**src/rtl/cia_macros.svh**
```systemverilog
// Register select addresses for the CPU bus
// Reset value of the timer latches
`ifndef CIA_MACROS_SVH
`define CIA_MACROS_SVH

`define CIA_REG_PRA  4'h0
`define CIA_REG_PRB  4'h1
`define CIA_REG_DDRA 4'h2
`define CIA_REG_DDRB 4'h3
`define CIA_REG_TALO 4'h4
`define CIA_REG_TAHI 4'h5
`define CIA_REG_TBLO 4'h6
`define CIA_REG_TBHI 4'h7
`define CIA_REG_ICR  4'hd
`define CIA_REG_CRA  4'he
`define CIA_REG_CRB  4'hf

`define CIA_LATCH_RESET 16'hffff

`endif
```
**src/rtl/cia_timer_pkg.sv**
```systemverilog
// Timer types
// Control register layout, write strobes from the bus, timer status
package cia_timer_pkg;

  typedef struct packed {
    logic       spare;
    logic [1:0] in_mode;
    logic       force_load;
    logic       run_mode;
    logic       out_mode;
    logic       pb_on;
    logic       start;
  } timer_ctrl_t;

  typedef struct packed {
    logic       lo_wr;
    logic       hi_wr;
    logic       ctrl_wr;
    logic [7:0] data;
  } timer_wr_t;

  typedef struct packed {
    logic [15:0] count;
    logic        underflow;
    logic        toggle;
    timer_ctrl_t ctrl;
  } timer_stat_t;

endpackage

```
**src/rtl/cia_bus_pkg.sv**
```systemverilog
// Bus side types
// ICR word with its status and mask views, mask write, interrupt sources
package cia_bus_pkg;

  // Read view of the ICR
  typedef struct packed {
    logic       irq;
    logic [1:0] zero;
    logic [4:0] flags;
  } icr_status_t;

  // Write view, bit 7 selects set or clear
  typedef struct packed {
    logic       set_clr;
    logic [1:0] unused;
    logic [4:0] sel;
  } icr_mask_t;

  typedef union packed {
    icr_status_t rd;
    icr_mask_t   wr;
  } icr_word_u;

  typedef struct packed {
    logic      valid;
    icr_word_u word;
  } icr_write_t;

  typedef struct packed {
    logic flag;
    logic serial;
    logic alarm;
    logic tb;
    logic ta;
  } irq_src_t;

endpackage

```
**src/rtl/cia_top.sv**
```systemverilog
// CIA top level
// Register block, timers A and B, interrupt controller
`timescale 1ns/100ps

module cia_top (
  input  logic       clk,
  input  logic       int_reset,
  input  logic       phi2_p,
  input  logic       phi2_n,
  input  logic       cs_n,
  input  logic       rw,
  input  logic [3:0] rs,
  input  logic [7:0] db_in,
  output logic [7:0] db_out,
  input  logic [7:0] pa_in,
  output logic [7:0] pa_out,
  input  logic [7:0] pb_in,
  output logic [7:0] pb_out,
  input  logic       flag_n,
  output logic       pc_n,
  input  logic       cnt_in,
  output logic       irq_n
);
  import cia_bus_pkg::*;
  import cia_timer_pkg::*;

  timer_stat_t ta_stat;
  timer_stat_t tb_stat;
  timer_wr_t   ta_wr;
  timer_wr_t   tb_wr;
  icr_write_t  icr_wr;
  icr_word_u   icr_status;
  irq_src_t    irq_src;
  logic        icr_rd;
  logic        ta_tick;
  logic        tb_tick;

  // No TOD alarm or serial port here, FLAG is detected in the controller
  assign irq_src = '{flag: 1'b0, serial: 1'b0, alarm: 1'b0,
                     tb: tb_stat.underflow, ta: ta_stat.underflow};

  cia_bus_regs u_regs (
    .clk        (clk),
    .int_reset  (int_reset),
    .phi2_p     (phi2_p),
    .phi2_n     (phi2_n),
    .cs_n       (cs_n),
    .rw         (rw),
    .rs         (rs),
    .db_in      (db_in),
    .pa_in      (pa_in),
    .pb_in      (pb_in),
    .cnt_in     (cnt_in),
    .ta_stat    (ta_stat),
    .tb_stat    (tb_stat),
    .icr_status (icr_status),
    .db_out     (db_out),
    .pa_out     (pa_out),
    .pb_out     (pb_out),
    .pc_n       (pc_n),
    .ta_wr      (ta_wr),
    .tb_wr      (tb_wr),
    .icr_wr     (icr_wr),
    .icr_rd     (icr_rd),
    .ta_tick    (ta_tick),
    .tb_tick    (tb_tick)
  );

  cia_timer u_timer_a (
    .clk        (clk),
    .int_reset  (int_reset),
    .phi2_p     (phi2_p),
    .wr         (ta_wr),
    .count_tick (ta_tick),
    .stat       (ta_stat)
  );

  cia_timer u_timer_b (
    .clk        (clk),
    .int_reset  (int_reset),
    .phi2_p     (phi2_p),
    .wr         (tb_wr),
    .count_tick (tb_tick),
    .stat       (tb_stat)
  );

  cia_irq_ctrl u_irq (
    .clk       (clk),
    .int_reset (int_reset),
    .phi2_p    (phi2_p),
    .src       (irq_src),
    .flag_n    (flag_n),
    .icr_wr    (icr_wr),
    .icr_rd    (icr_rd),
    .status    (icr_status),
    .irq_n     (irq_n)
  );

endmodule

```
**src/rtl/cia_irq_ctrl.sv**
```systemverilog
// Interrupt controller
// Flag and mask registers, FLAG pin edge detect, clear on ICR read, irq_n
`timescale 1ns/100ps

module cia_irq_ctrl (
  input  logic                    clk,
  input  logic                    int_reset,
  input  logic                    phi2_p,
  input  cia_bus_pkg::irq_src_t   src,
  input  logic                    flag_n,
  input  cia_bus_pkg::icr_write_t icr_wr,
  input  logic                    icr_rd,
  output cia_bus_pkg::icr_word_u  status,
  output logic                    irq_n
);
  import cia_bus_pkg::*;

  logic [4:0] flags;
  logic [4:0] mask;
  logic       flag_prev;
  logic       clr_pend;
  logic       pending;
  irq_src_t   events;

  // FLAG falling edge, sampled on phi2
  always_comb begin
    events      = src;
    events.flag = src.flag | (phi2_p & flag_prev & ~flag_n);
  end

  always_comb begin
    status.rd.irq   = ~irq_n;
    status.rd.zero  = 2'b00;
    status.rd.flags = flags;
  end

  assign pending = |(status.rd.flags & mask);

  always_ff @(posedge clk) begin
    if (int_reset) begin
      flags     <= 5'h00;
      mask      <= 5'h00;
      flag_prev <= 1'b1;
      clr_pend  <= 1'b0;
      irq_n     <= 1'b1;
    end else begin
      if (icr_wr.valid) begin
        mask <= icr_wr.word.wr.set_clr ? (mask | icr_wr.word.wr.sel)
                                       : (mask & ~icr_wr.word.wr.sel);
      end
      if (icr_rd) begin
        clr_pend <= 1'b1;
      end
      if (phi2_p) begin
        flag_prev <= flag_n;
      end
      // New events win over the read clear
      if (phi2_p && clr_pend) begin
        flags    <= events;
        irq_n    <= 1'b1;
        clr_pend <= 1'b0;
      end else begin
        flags <= flags | events;
        if (phi2_p && pending) begin
          irq_n <= 1'b0;
        end
      end
    end
  end

endmodule

```
**src/rtl/cia_timer.sv**
```systemverilog
// 16-bit interval timer
// Latch, down-counter, reload on underflow, force load,
// one-shot stop and PB toggle flip-flop
`timescale 1ns/100ps
`include "cia_macros.svh"

module cia_timer (
  input  logic                       clk,
  input  logic                       int_reset,
  input  logic                       phi2_p,
  input  cia_timer_pkg::timer_wr_t   wr,
  input  logic                       count_tick,
  output cia_timer_pkg::timer_stat_t stat
);
  import cia_timer_pkg::*;

  logic [15:0] latch;
  logic [15:0] count;
  logic [15:0] count_dec;
  timer_ctrl_t ctrl;
  timer_ctrl_t ctrl_new;
  logic        toggle;
  logic        load_pend;
  logic        underflow;

  assign count_dec = count - 16'd1;
  assign ctrl_new  = timer_ctrl_t'(wr.data);

  // Reaching zero reloads instead, so latch N gives a period of N ticks
  assign underflow = count_tick & ctrl.start & (count_dec == 16'd0);

  always_ff @(posedge clk) begin
    if (int_reset) begin
      latch     <= `CIA_LATCH_RESET;
      count     <= 16'h0000;
      ctrl      <= '0;
      toggle    <= 1'b0;
      load_pend <= 1'b0;
    end else begin
      if (underflow) begin
        count  <= latch;
        toggle <= ~toggle;
        if (ctrl.run_mode) begin
          ctrl.start <= 1'b0;
        end
      end else if (count_tick && ctrl.start) begin
        count <= count_dec;
      end

      // Force load takes effect on the phi2 edge after the write
      if (phi2_p && load_pend) begin
        count     <= latch;
        load_pend <= 1'b0;
      end

      if (wr.lo_wr) begin
        latch[7:0] <= wr.data;
      end
      if (wr.hi_wr) begin
        latch[15:8] <= wr.data;
        if (!ctrl.start) begin
          count <= {wr.data, latch[7:0]};
        end
      end
      if (wr.ctrl_wr) begin
        ctrl            <= ctrl_new;
        ctrl.force_load <= 1'b0;
        load_pend       <= ctrl_new.force_load;
        if (ctrl_new.start && !ctrl.start) begin
          toggle <= 1'b1;
        end
      end
    end
  end

  always_comb begin
    stat.count     = count;
    stat.underflow = underflow;
    stat.toggle    = toggle;
    stat.ctrl      = ctrl;
  end

endmodule

```
**src/rtl/cia_bus_regs.sv**
```systemverilog
// CPU bus decoder and register block
// Port and DDR registers, registered read mux, PC strobe,
// PB6/PB7 timer outputs and count source selection
`timescale 1ns/100ps
`include "cia_macros.svh"

module cia_bus_regs (
  input  logic                       clk,
  input  logic                       int_reset,
  input  logic                       phi2_p,
  input  logic                       phi2_n,
  input  logic                       cs_n,
  input  logic                       rw,
  input  logic [3:0]                 rs,
  input  logic [7:0]                 db_in,
  input  logic [7:0]                 pa_in,
  input  logic [7:0]                 pb_in,
  input  logic                       cnt_in,
  input  cia_timer_pkg::timer_stat_t ta_stat,
  input  cia_timer_pkg::timer_stat_t tb_stat,
  input  cia_bus_pkg::icr_word_u     icr_status,
  output logic [7:0]                 db_out,
  output logic [7:0]                 pa_out,
  output logic [7:0]                 pb_out,
  output logic                       pc_n,
  output cia_timer_pkg::timer_wr_t   ta_wr,
  output cia_timer_pkg::timer_wr_t   tb_wr,
  output cia_bus_pkg::icr_write_t    icr_wr,
  output logic                       icr_rd,
  output logic                       ta_tick,
  output logic                       tb_tick
);
  import cia_timer_pkg::*;

  logic       rd;
  logic       wr;
  logic [7:0] pra;
  logic [7:0] prb;
  logic [7:0] ddra;
  logic [7:0] ddrb;
  logic [7:0] pb_next;
  logic       cnt_prev;
  logic       cnt_rise;

  // Pulse or toggle level that a timer puts on its PB pin
  function automatic logic timer_pb(timer_stat_t st);
    return st.ctrl.out_mode ? (st.toggle ^ st.underflow) : st.underflow;
  endfunction

  assign rd = phi2_n & ~cs_n & rw;
  assign wr = phi2_n & ~cs_n & ~rw;

  assign icr_rd = rd && (rs == `CIA_REG_ICR);

  always_comb begin
    ta_wr.lo_wr   = wr && (rs == `CIA_REG_TALO);
    ta_wr.hi_wr   = wr && (rs == `CIA_REG_TAHI);
    ta_wr.ctrl_wr = wr && (rs == `CIA_REG_CRA);
    ta_wr.data    = db_in;
    tb_wr.lo_wr   = wr && (rs == `CIA_REG_TBLO);
    tb_wr.hi_wr   = wr && (rs == `CIA_REG_TBHI);
    tb_wr.ctrl_wr = wr && (rs == `CIA_REG_CRB);
    tb_wr.data    = db_in;
    icr_wr.valid  = wr && (rs == `CIA_REG_ICR);
    icr_wr.word   = db_in;
  end

  // Count sources qualified by phi2_p
  assign cnt_rise = cnt_in & ~cnt_prev;
  assign ta_tick  = phi2_p & ((ta_stat.ctrl.in_mode == 2'd0) | cnt_rise);

  always_comb begin
    case (tb_stat.ctrl.in_mode)
      2'd0:    tb_tick = phi2_p;
      2'd1:    tb_tick = phi2_p & cnt_rise;
      default: tb_tick = phi2_p & ta_stat.underflow;
    endcase
  end

  always_comb begin
    pb_next = prb | ~ddrb;
    if (ta_stat.ctrl.pb_on) begin
      pb_next[6] = timer_pb(ta_stat);
    end
    if (tb_stat.ctrl.pb_on) begin
      pb_next[7] = timer_pb(tb_stat);
    end
  end

  always_ff @(posedge clk) begin
    if (int_reset) begin
      pra      <= 8'h00;
      prb      <= 8'h00;
      ddra     <= 8'h00;
      ddrb     <= 8'h00;
      pa_out   <= 8'hff;
      pb_out   <= 8'hff;
      pc_n     <= 1'b1;
      cnt_prev <= 1'b0;
      db_out   <= 8'h00;
    end else begin
      if (wr) begin
        case (rs)
          `CIA_REG_PRA:  pra  <= db_in;
          `CIA_REG_PRB:  prb  <= db_in;
          `CIA_REG_DDRA: ddra <= db_in;
          `CIA_REG_DDRB: ddrb <= db_in;
          default: ;
        endcase
      end
      if (rd) begin
        case (rs)
          `CIA_REG_PRA:  db_out <= pa_in;
          `CIA_REG_PRB:  db_out <= pb_in;
          `CIA_REG_DDRA: db_out <= ddra;
          `CIA_REG_DDRB: db_out <= ddrb;
          `CIA_REG_TALO: db_out <= ta_stat.count[7:0];
          `CIA_REG_TAHI: db_out <= ta_stat.count[15:8];
          `CIA_REG_TBLO: db_out <= tb_stat.count[7:0];
          `CIA_REG_TBHI: db_out <= tb_stat.count[15:8];
          `CIA_REG_ICR:  db_out <= icr_status;
          `CIA_REG_CRA:  db_out <= ta_stat.ctrl;
          `CIA_REG_CRB:  db_out <= tb_stat.ctrl;
          default:       db_out <= 8'h00;
        endcase
      end
      if (phi2_p) begin
        pa_out   <= pra | ~ddra;
        pb_out   <= pb_next;
        cnt_prev <= cnt_in;
      end
      // Handshake low until the next phi2 rising edge
      if ((rd || wr) && (rs == `CIA_REG_PRB)) begin
        pc_n <= 1'b0;
      end else if (phi2_p) begin
        pc_n <= 1'b1;
      end
    end
  end

endmodule

```
**config.mk**
```make
export PLATFORM = sky130hd
export DESIGN_NAME = cia_top
export DESIGN_NICKNAME = d
export VERILOG_FILES = /design/src/rtl/cia_timer_pkg.sv /design/src/rtl/cia_bus_pkg.sv /design/src/rtl/cia_top.sv /design/src/rtl/cia_irq_ctrl.sv /design/src/rtl/cia_timer.sv /design/src/rtl/cia_bus_regs.sv
export VERILOG_INCLUDE_DIRS = /design/src /design/src/rtl
export SDC_FILE = /design/constraint.sdc
export NUM_CORES = 1
export LEC_CHECK = 0
export BUFFER_PORTS_ARGS = -buffer_cell sky130_fd_sc_hd__buf_2
export CAP_MARGIN = 20
export CORE_MARGIN = 4
export CORE_UTILIZATION = 45
export DETAILED_ROUTE_END_ITERATION = 10
export SLEW_MARGIN = 0
export SYNTH_ARGS = -nofsm -noshare
export SYNTH_HDL_FRONTEND = slang
export SYNTH_SLANG_ARGS = --single-unit
```
**constraint.sdc**
```tcl
create_clock -name clk -period 5.6 [get_ports clk]
set_input_delay 0.28 -clock clk [delete_from_list [all_inputs] [get_ports clk]]
set_output_delay 0.28 -clock clk [all_outputs]
set_load 0.02 [all_outputs]
```
==> results of run 1 <==
[registers in the layout, indices dropped and copies added (netlist names), 3 cells and up, named ones only]
name,count
u_irq.flags,3
u_regs.db_out,8
u_regs.ddra,8
u_regs.ddrb,8
u_regs.pa_out,8
u_regs.pb_out,8
u_regs.pra,8
u_regs.prb,8
u_timer_a.count,16
u_timer_a.latch,16
u_timer_a.stat,7
u_timer_b.count,16
u_timer_b.latch,16
u_timer_b.stat,7
[power groups by stage]
stage,clock [W],sequential [W],combinational [W]
finish,0.00112,0.00108,0.000156
global route,0.00119,0.00108,0.000167
CTS,0.00114,0.00108,0.000154
detailed placement,0,0.00110,0.000153
global placement,0,0.00110,0.000154
floorplan,0,0.00110,0.0000988
[cells by family after synthesis]
family | Yosys count
fa+ha+maj | 4
mux | 50
simple gates | 416
buf+inv | 82
xor+xnor | 33
compound gates | 199
flops | 149
[cell usage after synthesis, types with 7 or more instances]
master	number
o211ai_1	8
nand4_1	10
xor2_1	13
o21ai_0	28
nand3_1	64
xnor2_1	20
nor3b_1	8
nor3_1	23
nor4_1	18
mux2i_1	49
nor2_1	72
nand2_1	171
a221oi_1	7
o22ai_1	22
a211oi_1	15
clkbuf_1	52
dfxtp_1	149
a22oi_1	17
a21oi_1	65
inv_1	16
[worst min path at each step]
stage	end	slack [ps]	depth (start not counted)
global route	u_regs.cnt_prev	160	3
finish	u_regs.cnt_prev	120	3
global placement	u_regs.db_out[6]	440	2
floorplan	u_regs.cnt_prev	430	2
detailed placement	u_regs.db_out[7]	450	2
CTS	u_regs.cnt_prev	100	3
[per-layer routing]
layer	up-vias	track usage, %	wire length (µm)	part of all wire (%)
met5	-	0	7	0.029
li1	3397	-	-	-
met4	2	8.09	554	2.3
met2	310	40.3	11000	45
met3	47	5.37	2000	8.2
met1	3373	37.2	10900	45
[metrics by stage]
stage / hold WS, ps / instance area (µm²)
2_1_floorplan: 427 / 7470
3_3_place_gp: 441 / 7860
3_5_place_dp: 447 / 7860
4_1_cts: 100 / 8430
5_1_grt: 159 / 8440
6_report: 115 / 8440
[worst max-delay path, cell delays in order (launching register included)]
cell      delay (ps)
dfxtp_1          470
inv_1             80
ha_1             300
or3b_2           460
o22ai_1          170
a32oi_1          160
nor4_1           660
nand3_1          460
a221oi_1         390
a211oi_1          80
[area by class of cell]
type                            count  area [µm²]  share of cell area (%)
Multi-Input combinational cell    702        4140                    49.1
Timing Repair Buffer               75         410                    4.86
Clock buffer                       20         457                    5.41
Inverter                           16        60.1                   0.711
Clock inverter                     12         120                    1.42
Sequential cell                   149        2980                    35.3
Tap cell                          216         270                    3.20
==> results.cfg, run 1 <==
[status]
status = completed

[die]
io_pins = 62
die_h_um = 137
core.rowCount = 46
dieArea_um2 = 18700
die_x_um = 137
initial_core_util_pct = 46.5
core_um2 = 16100

[sta]
slew_viol_final = 0
fin_crit_ps = 3380
fin_crit_sh_pct = 60.3
grt_setup_unrepaired = no
fin_tns_setup_ps = 0
fmax_mhz = 296
max_slew_margin_pct = 25.2
timing.clock.skew_ps = 12.1
hold_violations = 0
worst_slack_ps = 2220
worst_pin_slew_ps = 1110
finalSetupViolCount = 0

[clocking]
cts_resized = 0
tritoncts = done
ctsHoldBuffers = 0
clk_path_buf_depth = 2
cts_setup_buffers = 0
cts_sinks = 149
numCtsBuffers = 17
root_buffer = clkbuf_16
clk_pin_slew_ps = 60
clk_latency_ps = 440
cts_max_level = 4

[power]
power_w = 0.00236
swShare_pct = 25.6
irDropWorstVdd_mv = 0.223
comb_power_share_pct = 6.6
power.leakage_nw = 3.05
pwr-share-seq_pct = 45.7
p_switching_w = 0.000604
clkPwrFrac_pct = 47.6
p_int_w = 0.00175
p_per_area_nw_per_um2 = 279

[route]
vias = 7129
drtIter0Drc = 857
vias_per_cell = 5.99
drt-wirelength-per-cell_um = 20.6
drt_pass1_iterations = 6
drc_errors = 0
postRouteAntennaNets = 0
wirelength_mm = 24.5

[synth]
synthCells = 933
synth-simple-area-share_pct = 26.5
async_flop_share_pct = 0
yosys.area.top_type = dfxtp_1
yosysTopAreaCellShare_pct = 39.9
ys_ff_latch = 149
seq_area_frac_synth_pct = 39.9
synth_area_um2 = 7470
synth_fa_ha_area_share_pct = 0.670
synth-edff-count = 0
synth_mux_area_share_pct = 6.86
synth.distinct_cells = 73
postSynthNetCount = 973
synth-main-ff-cell = dfxtp_1
avgSynthCellArea_um2 = 8.01
netlist_top_cells_area = dfxtp_1, nand2_1, mux2i_1, a21oi_1, nand3_1
yosys.area_share.xor_xnor_pct = 3.87
synth_top_family_by_area = simple AND/OR/NAND/NOR gates
synth_compound_area_share_pct = 17.4
synth_warnings = 0

[setup_path]
critical_path.startpoint = u_timer_b.count[0]
critPathArrivalTime_ps = 3660
cp.required_ps = 5880
regToRegEndpoint = u_timer_b.count[11]
rr_startpoint = u_timer_b.count[0]
crit_path_end_kind = register
reg2regPathDepth = 9
worst-path-max-fanout = 8
crit_type = register to register
r2r_setup_slack_ps = 2220
endpoint = u_timer_b.count[11]
worstSetupStartpointType = register

[place]
gp_congestion = 0.935
dpl_worst_slack_ps = 2110
port_buffers = 61
dp_hpwl_mm = 16.4
dp_cells = 1157

[finish]
final_util_pct = 52.6
n_antenna_cell = 0
final_common_cell = nand2_1
fin_cells = 1190
syn2layout_area_growth_pct = 13.0
nets = 1001
final_cell_mix = nand2_1, dfxtp_1, nor2_1
nFillCells = 1553
drive_gt1_share_pct = 14.0

[grt]
antenna_found_initial = 1
grt_pass1_wl_mm = 37.3
grt_pass1_vias = 6365
grt_usage_pct = 26.3
grt_max_degree = 72
overflow = 0

[run]
maxCapViolations = 0

[hold_path]
min_from = cnt_in
min_path_type = input pin to register
Power figures use the tool's default switching activity.
==> inputs of run 2 (changes only) <==
==> constraint.sdc (replaced) <==
create_clock -name clk -period 3.22 [get_ports clk]
set_input_delay 0.161 -clock clk [delete_from_list [all_inputs] [get_ports clk]]
set_output_delay 0.161 -clock clk [all_outputs]
set_load 0.02 [all_outputs]
==> run 2 against run 1 <==
  * Cell count increased by 1.8%
  * Combinational power increased by 82%
  * Total power increased by 76%
  * Largest power group unchanged
  * Register-to-register slack got worse by 2000 ps
  * Critical path type unchanged
  * Critical path depth unchanged
  * Largest cell class unchanged
  * Non-clock buffer count increased by 22
==> results.cfg, run 2 (synthesized netlist as in run 1, its figures left out) <==
[status]
status = completed

[setup_path]
critPathArrivalTime_ps = 3390
reg2regPathDepth = 9
crit_path_end_kind = register
worst-path-max-fanout = 7
crit_type = register to register
worstSetupStartpointType = register
cp.required_ps = 3580

[clocking]
clk_pin_slew_ps = 60
clk_path_buf_depth = 2
cts_setup_buffers = 0
cts_max_level = 4
cts_sinks = 149
numCtsBuffers = 17
root_buffer = clkbuf_16
tritoncts = done
clk_latency_ps = 440

[grt]
grtUsageMet3_pct = 7.57
overflow = 0
grt_usage_pct = 27.2
grt_pass1_wl_mm = 38.3
grt_util_met1_pct = 37.5
gr-usage-met2_pct = 40.8
grt_pass1_vias = 6522
busiest_layer = met2
antenna_found_initial = 1
grt_max_degree = 80

[power]
p_per_area_nw_per_um2 = 482
irDropWorstVdd_mv = 0.363
power_w = 0.00416
pwr-share-seq_pct = 45.1
p_switching_w = 0.00107
comb_power_share_pct = 6.8
swShare_pct = 25.6
power.leakage_nw = 3.16
clkPwrFrac_pct = 48.1
p_int_w = 0.00309

[route]
drc_errors = 0
postRouteAntennaNets = 0
drt-wirelength-per-cell_um = 20.4
vias = 7177
drtIter0Drc = 686
vias_per_cell = 5.92
wirelength_mm = 24.8
drt_pass1_iterations = 5

[finish]
n_antenna_cell = 0
nFillCells = 1501
syn2layout_area_growth_pct = 15.3
final_cell_mix = nand2_1, dfxtp_1, nor2_1
final_common_cell = nand2_1
multi_input_area_um2 = 4140
seq_area_um2 = 2980
drive_gt1_share_pct = 15.8
nets = 1023

[sta]
hold_violations = 0
slew_viol_final = 0
finalSetupViolCount = 0
fin_crit_ps = 3030
timing.clock.skew_ps = 21.8
holdWs_ps = 32.1
fmax_mhz = 330
fin_crit_sh_pct = 94.2
worst_pin_slew_ps = 892
fin_tns_setup_ps = 0
max_slew_margin_pct = 40.5
grt_setup_unrepaired = no

[die]
die_x_um = 137
die_h_um = 137
io_pins = 62
initial_core_util_pct = 46.5
core_um2 = 16100
core.rowCount = 46
dieArea_um2 = 18700

[run]
maxCapViolations = 0

[place]
port_buffers = 61
gp_congestion = 0.950
dp_hpwl_mm = 17.0

[hold_path]
min_path_type = input pin to register
hold_depth = 3
==> run 2: final timing paths <==
check | start | end | slack (ps)
worst min-delay path | flag_n | u_irq.flag_prev | 30
worst max-delay path | u_timer_a.count[0] | u_timer_b.count[9] | 190
worst max register to register | u_timer_a.count[0] | u_timer_b.count[9] | 190
worst min register to register | u_regs.db_out[7] | u_regs.db_out[7] | 450
==> run 2: repair_timing <==
action                     CTS  global route
setup endpoints to repair    0             5
gates resized for setup      0             1
hold buffers                 1             0
hold endpoints to repair     1             0
==> run 2: metrics by stage <==
step                      setup slack (ps)  area, µm²  std cells  utilization (%)
after floorplan                        192       7470        933                -
after global placement                 250       8020       1179             50.0
after detailed placement               209       8020       1179             50.0
after CTS                              207       8620       1212             53.7
after global routing                  75.3       8620       1212             53.7
final                                  188       8620       1212             53.7
==> run 2: worst max-delay path: stages (launching register included) <==
cell and delay (ps):
dfxtp_1 330, inv_1 50, ha_1 220, xnor2_1 180, nand2_2 70, or4_4 500, o41a_1 610, or4_4 600
xor2_1 160, a221oi_2 230
==> run 2: cell type report <==
class | instances | area share (%)
Multi-Input combinational cell | 702 | 48.1
Tap cell | 216 | 3.14
Clock inverter | 13 | 1.74
Clock buffer | 19 | 5.02
Timing Repair Buffer | 97 | 6.71
Sequential cell | 149 | 34.6
Inverter | 16 | 0.697
==> run 2: power by group through the flow <==
| stage | Sequential [W] | Combinational [W] | Clock, W |
|---|---|---|---|
| floorplan | 0.00191 | 0.000172 | 0 |
| global placement | 0.00191 | 0.000280 | 0 |
| detailed placement | 0.00191 | 0.000278 | 0 |
| CTS | 0.00187 | 0.000280 | 0.00202 |
| global route | 0.00187 | 0.000306 | 0.00210 |
| finish | 0.00187 | 0.000284 | 0.00200 |
==> run 2: per-layer routing <==
layer | wire length, µm | vias to the layer above
li1 | - | 3444
met2 | 11000 | 297
met5 | 12 | -
met3 | 2100 | 55
met4 | 700 | 2
met1 | 10900 | 3379
==> inputs of run 3 (changes only) <==
--- a/config.mk
+++ b/config.mk
@@ -14,4 +14,5 @@
 export SLEW_MARGIN = 0
 export SYNTH_ARGS = -nofsm -noshare
 export SYNTH_HDL_FRONTEND = slang
+export SYNTH_HIERARCHICAL = 1
 export SYNTH_SLANG_ARGS = --single-unit
==> run 3 against run 2 <==
  * Largest power group unchanged
  * Hold slack better by 140 ps
  * Cell count up 6.2%
  * Setup slack worse by 520 ps
  * Area after synthesis up 10%
  * Combinational power up 14%
  * The flow now finishes with violations (setup timing)
  * Critical path type unchanged
  * Core utilization up 0.83 points
  * Sequential share of layout area down 3.3 points
  * Register-to-register slack worse by 520 ps
  * Die area up 9.5%
  * First-iteration DRC count up 3.8%
  * Largest cell class unchanged
  * Fmax down 15%
  * Critical endpoint is now u_regs/pb_out[7]
==> results.cfg, run 3 <==
[sta]
fin_crit_sh_pct = 110
worst_pin_slew_ps = 815
fin_tns_setup_ps = -4210
timing.clock.skew_ps = 17.6
finalSetupViolCount = 20
hold_violations = 0
slew_viol_final = 0
fmax_mhz = 282
fin_crit_ps = 3550
worst_slack_ps = -328
max_slew_margin_pct = 45.2
grt_setup_unrepaired = yes

[power]
p_per_area_nw_per_um2 = 435
power_w = 0.00426
irDropWorstVdd_mv = 0.399
power.leakage_nw = 3.71

[finish]
final_cell_mix = dfxtp_1, nand2_1, nor2_1
final_common_cell = dfxtp_1
n_antenna_cell = 0
syn2layout_area_growth_pct = 18.9
drive_gt1_share_pct = 22.2
nets = 1085

[route]
vias_per_cell = 5.97
drc_errors = 0
drt_pass1_iterations = 5
wirelength_mm = 26.2
drt-wirelength-per-cell_um = 20.4
postRouteAntennaNets = 0
drtIter0Drc = 712
vias = 7687

[setup_path]
worstSetupStartpointType = register
path_cells = or4_4 -> or4_4 -> a21oi_4 -> o2111ai_2 -> or2_1 -> inv_2 -> o21ai_2 -> a31oi_2 -> nand2_2 -> nor3b_2 -> o2111ai_2 -> or2_4 -> inv_4 -> xor2_1 -> a21oi_1 -> mux2i_1 -> nand2_1
r2r_setup_slack_ps = -330
rr_startpoint = u_timer_a/count[1]
critical_path.startpoint = u_timer_a/count[1]
crit_path_end_kind = register
cp.required_ps = 3510
crit_type = register to register
critPathTopFamily = simple AND/OR/NAND/NOR gates
endpoint = u_regs/pb_out[7]
crit_buf_inv = 2
cpPeakStageDelay_ps = 530
critPathArrivalTime_ps = 3840
reg2regPathDepth = 17
worst-path-max-fanout = 4
slowest_stage = or4_4
crit_cells = 17
regToRegEndpoint = u_regs/pb_out[7]

[die]
die_h_um = 143
core_um2 = 18000
dieArea_um2 = 20500
core.rowCount = 49
initial_core_util_pct = 45.8
die_x_um = 143
io_pins = 62

[clocking]
root_buffer = clkbuf_16
clk_pin_slew_ps = 70
clk_path_buf_depth = 2
cts_sinks = 153
tritoncts = done
numCtsBuffers = 17
cts_max_level = 4
clk_latency_ps = 440

[synth]
synth_area_um2 = 8230
synthCells = 988
avgSynthCellArea_um2 = 8.33
synth_warnings = 6

[status]
failed_checks = setup timing
status = complete, but fails checks

[grt]
grt_usage_pct = 25.6
grt_pass1_vias = 7304
grt_pass1_wl_mm = 40.8
antenna_found_initial = 0
overflow = 0
grt_max_degree = 60

[place]
port_buffers = 61
dpl_worst_slack_ps = -392
dp_hpwl_mm = 17.8
gp_congestion = 0.957

[run]
maxCapViolations = 0

[hold_path]
min_path_type = input pin to register
-- run 3: cell count changes in the layout (fill, tap and decap cells not counted), moves of 13 or more --
cell,before,now
a21oi_1,65,39
buf_4,35,68
inv_1,16,31
mux2i_1,49,64
nand2_1,171,123
nand3_1,64,40
nor2_1,71,88
nor4_1,18,5
o221ai_1,1,17
-- run 3: worst min-delay path by stage --
stage,cells past startpoint,startpoint,to
floorplan,1,int_reset,u_irq/flag_prev
global placement,3,cnt_in,u_regs/cnt_prev
detailed placement,3,cnt_in,u_regs/cnt_prev
CTS,3,flag_n,u_irq/flag_prev
global route,3,flag_n,u_irq/flag_prev
finish,3,flag_n,u_irq/flag_prev
-- run 3: routing by layer --
metal  track usage [%]  part of all wire [%]  vias to the layer above
met4              8.13                   2.3                        0
met2              38.9                    44                      292
met5                 0                     0                        -
met1              36.2                    46                     3716
li1                  -                     -                     3639
met3              5.73                   7.2                       40
-- run 3: power by group --
part           total (W)  switching (W)  internal, W
logic           0.000323       0.000216     0.000107
clock network    0.00201       0.000961      0.00105
registers        0.00192      0.0000173      0.00191
-- run 3: final cells by class --
| class | count | area, µm² |
|---|---|---|
| tap | 229 | 287 |
| fill | 1700 | 8180 |
| clock buffer | 17 | 425 |
| inverter | 33 | 126 |
| clock inverter | 15 | 165 |
| timing repair buffer | 136 | 922 |
| sequential | 153 | 3070 |
| multi-input combinational | 704 | 4800 |
-- run 3: repair_timing --
item                       in CTS  in global routing
resized for setup              34                 25
hold buffers                    1                  0
cloned                          2                  0
pin swaps                      13                 17
setup endpoints to repair      20                 21
hold endpoints to repair        1                  0
buffers inserted               13                  5
-- run 3: worst register-to-register path, cell delays in order (launching register included) --
cell and delay [ps]:
dfxtp_2 340, or4_4 530, or4_4 440, a21oi_4 150, o2111ai_2 130, or2_1 270
inv_2 80, o21ai_2 50, a31oi_2 230, nand2_2 90, nor3b_2 180, o2111ai_2 140
or2_4 280, inv_4 60, xor2_1 150, a21oi_1 80, mux2i_1 140, nand2_1 60
-- run 3: per-stage QoR --
| step | hold WS [ps] | utilization, % | std cells | area [µm²] |
|---|---|---|---|---|
| after floorplan | 268 | - | 991 | 8320 |
| after global placement | 419 | 48.9 | 1241 | 8790 |
| after detailed placement | 429 | 48.9 | 1241 | 8790 |
| after CTS | 148 | 53.9 | 1288 | 9680 |
| after global routing | 167 | 54.5 | 1287 | 9790 |
| final | 170 | 54.5 | 1287 | 9790 |
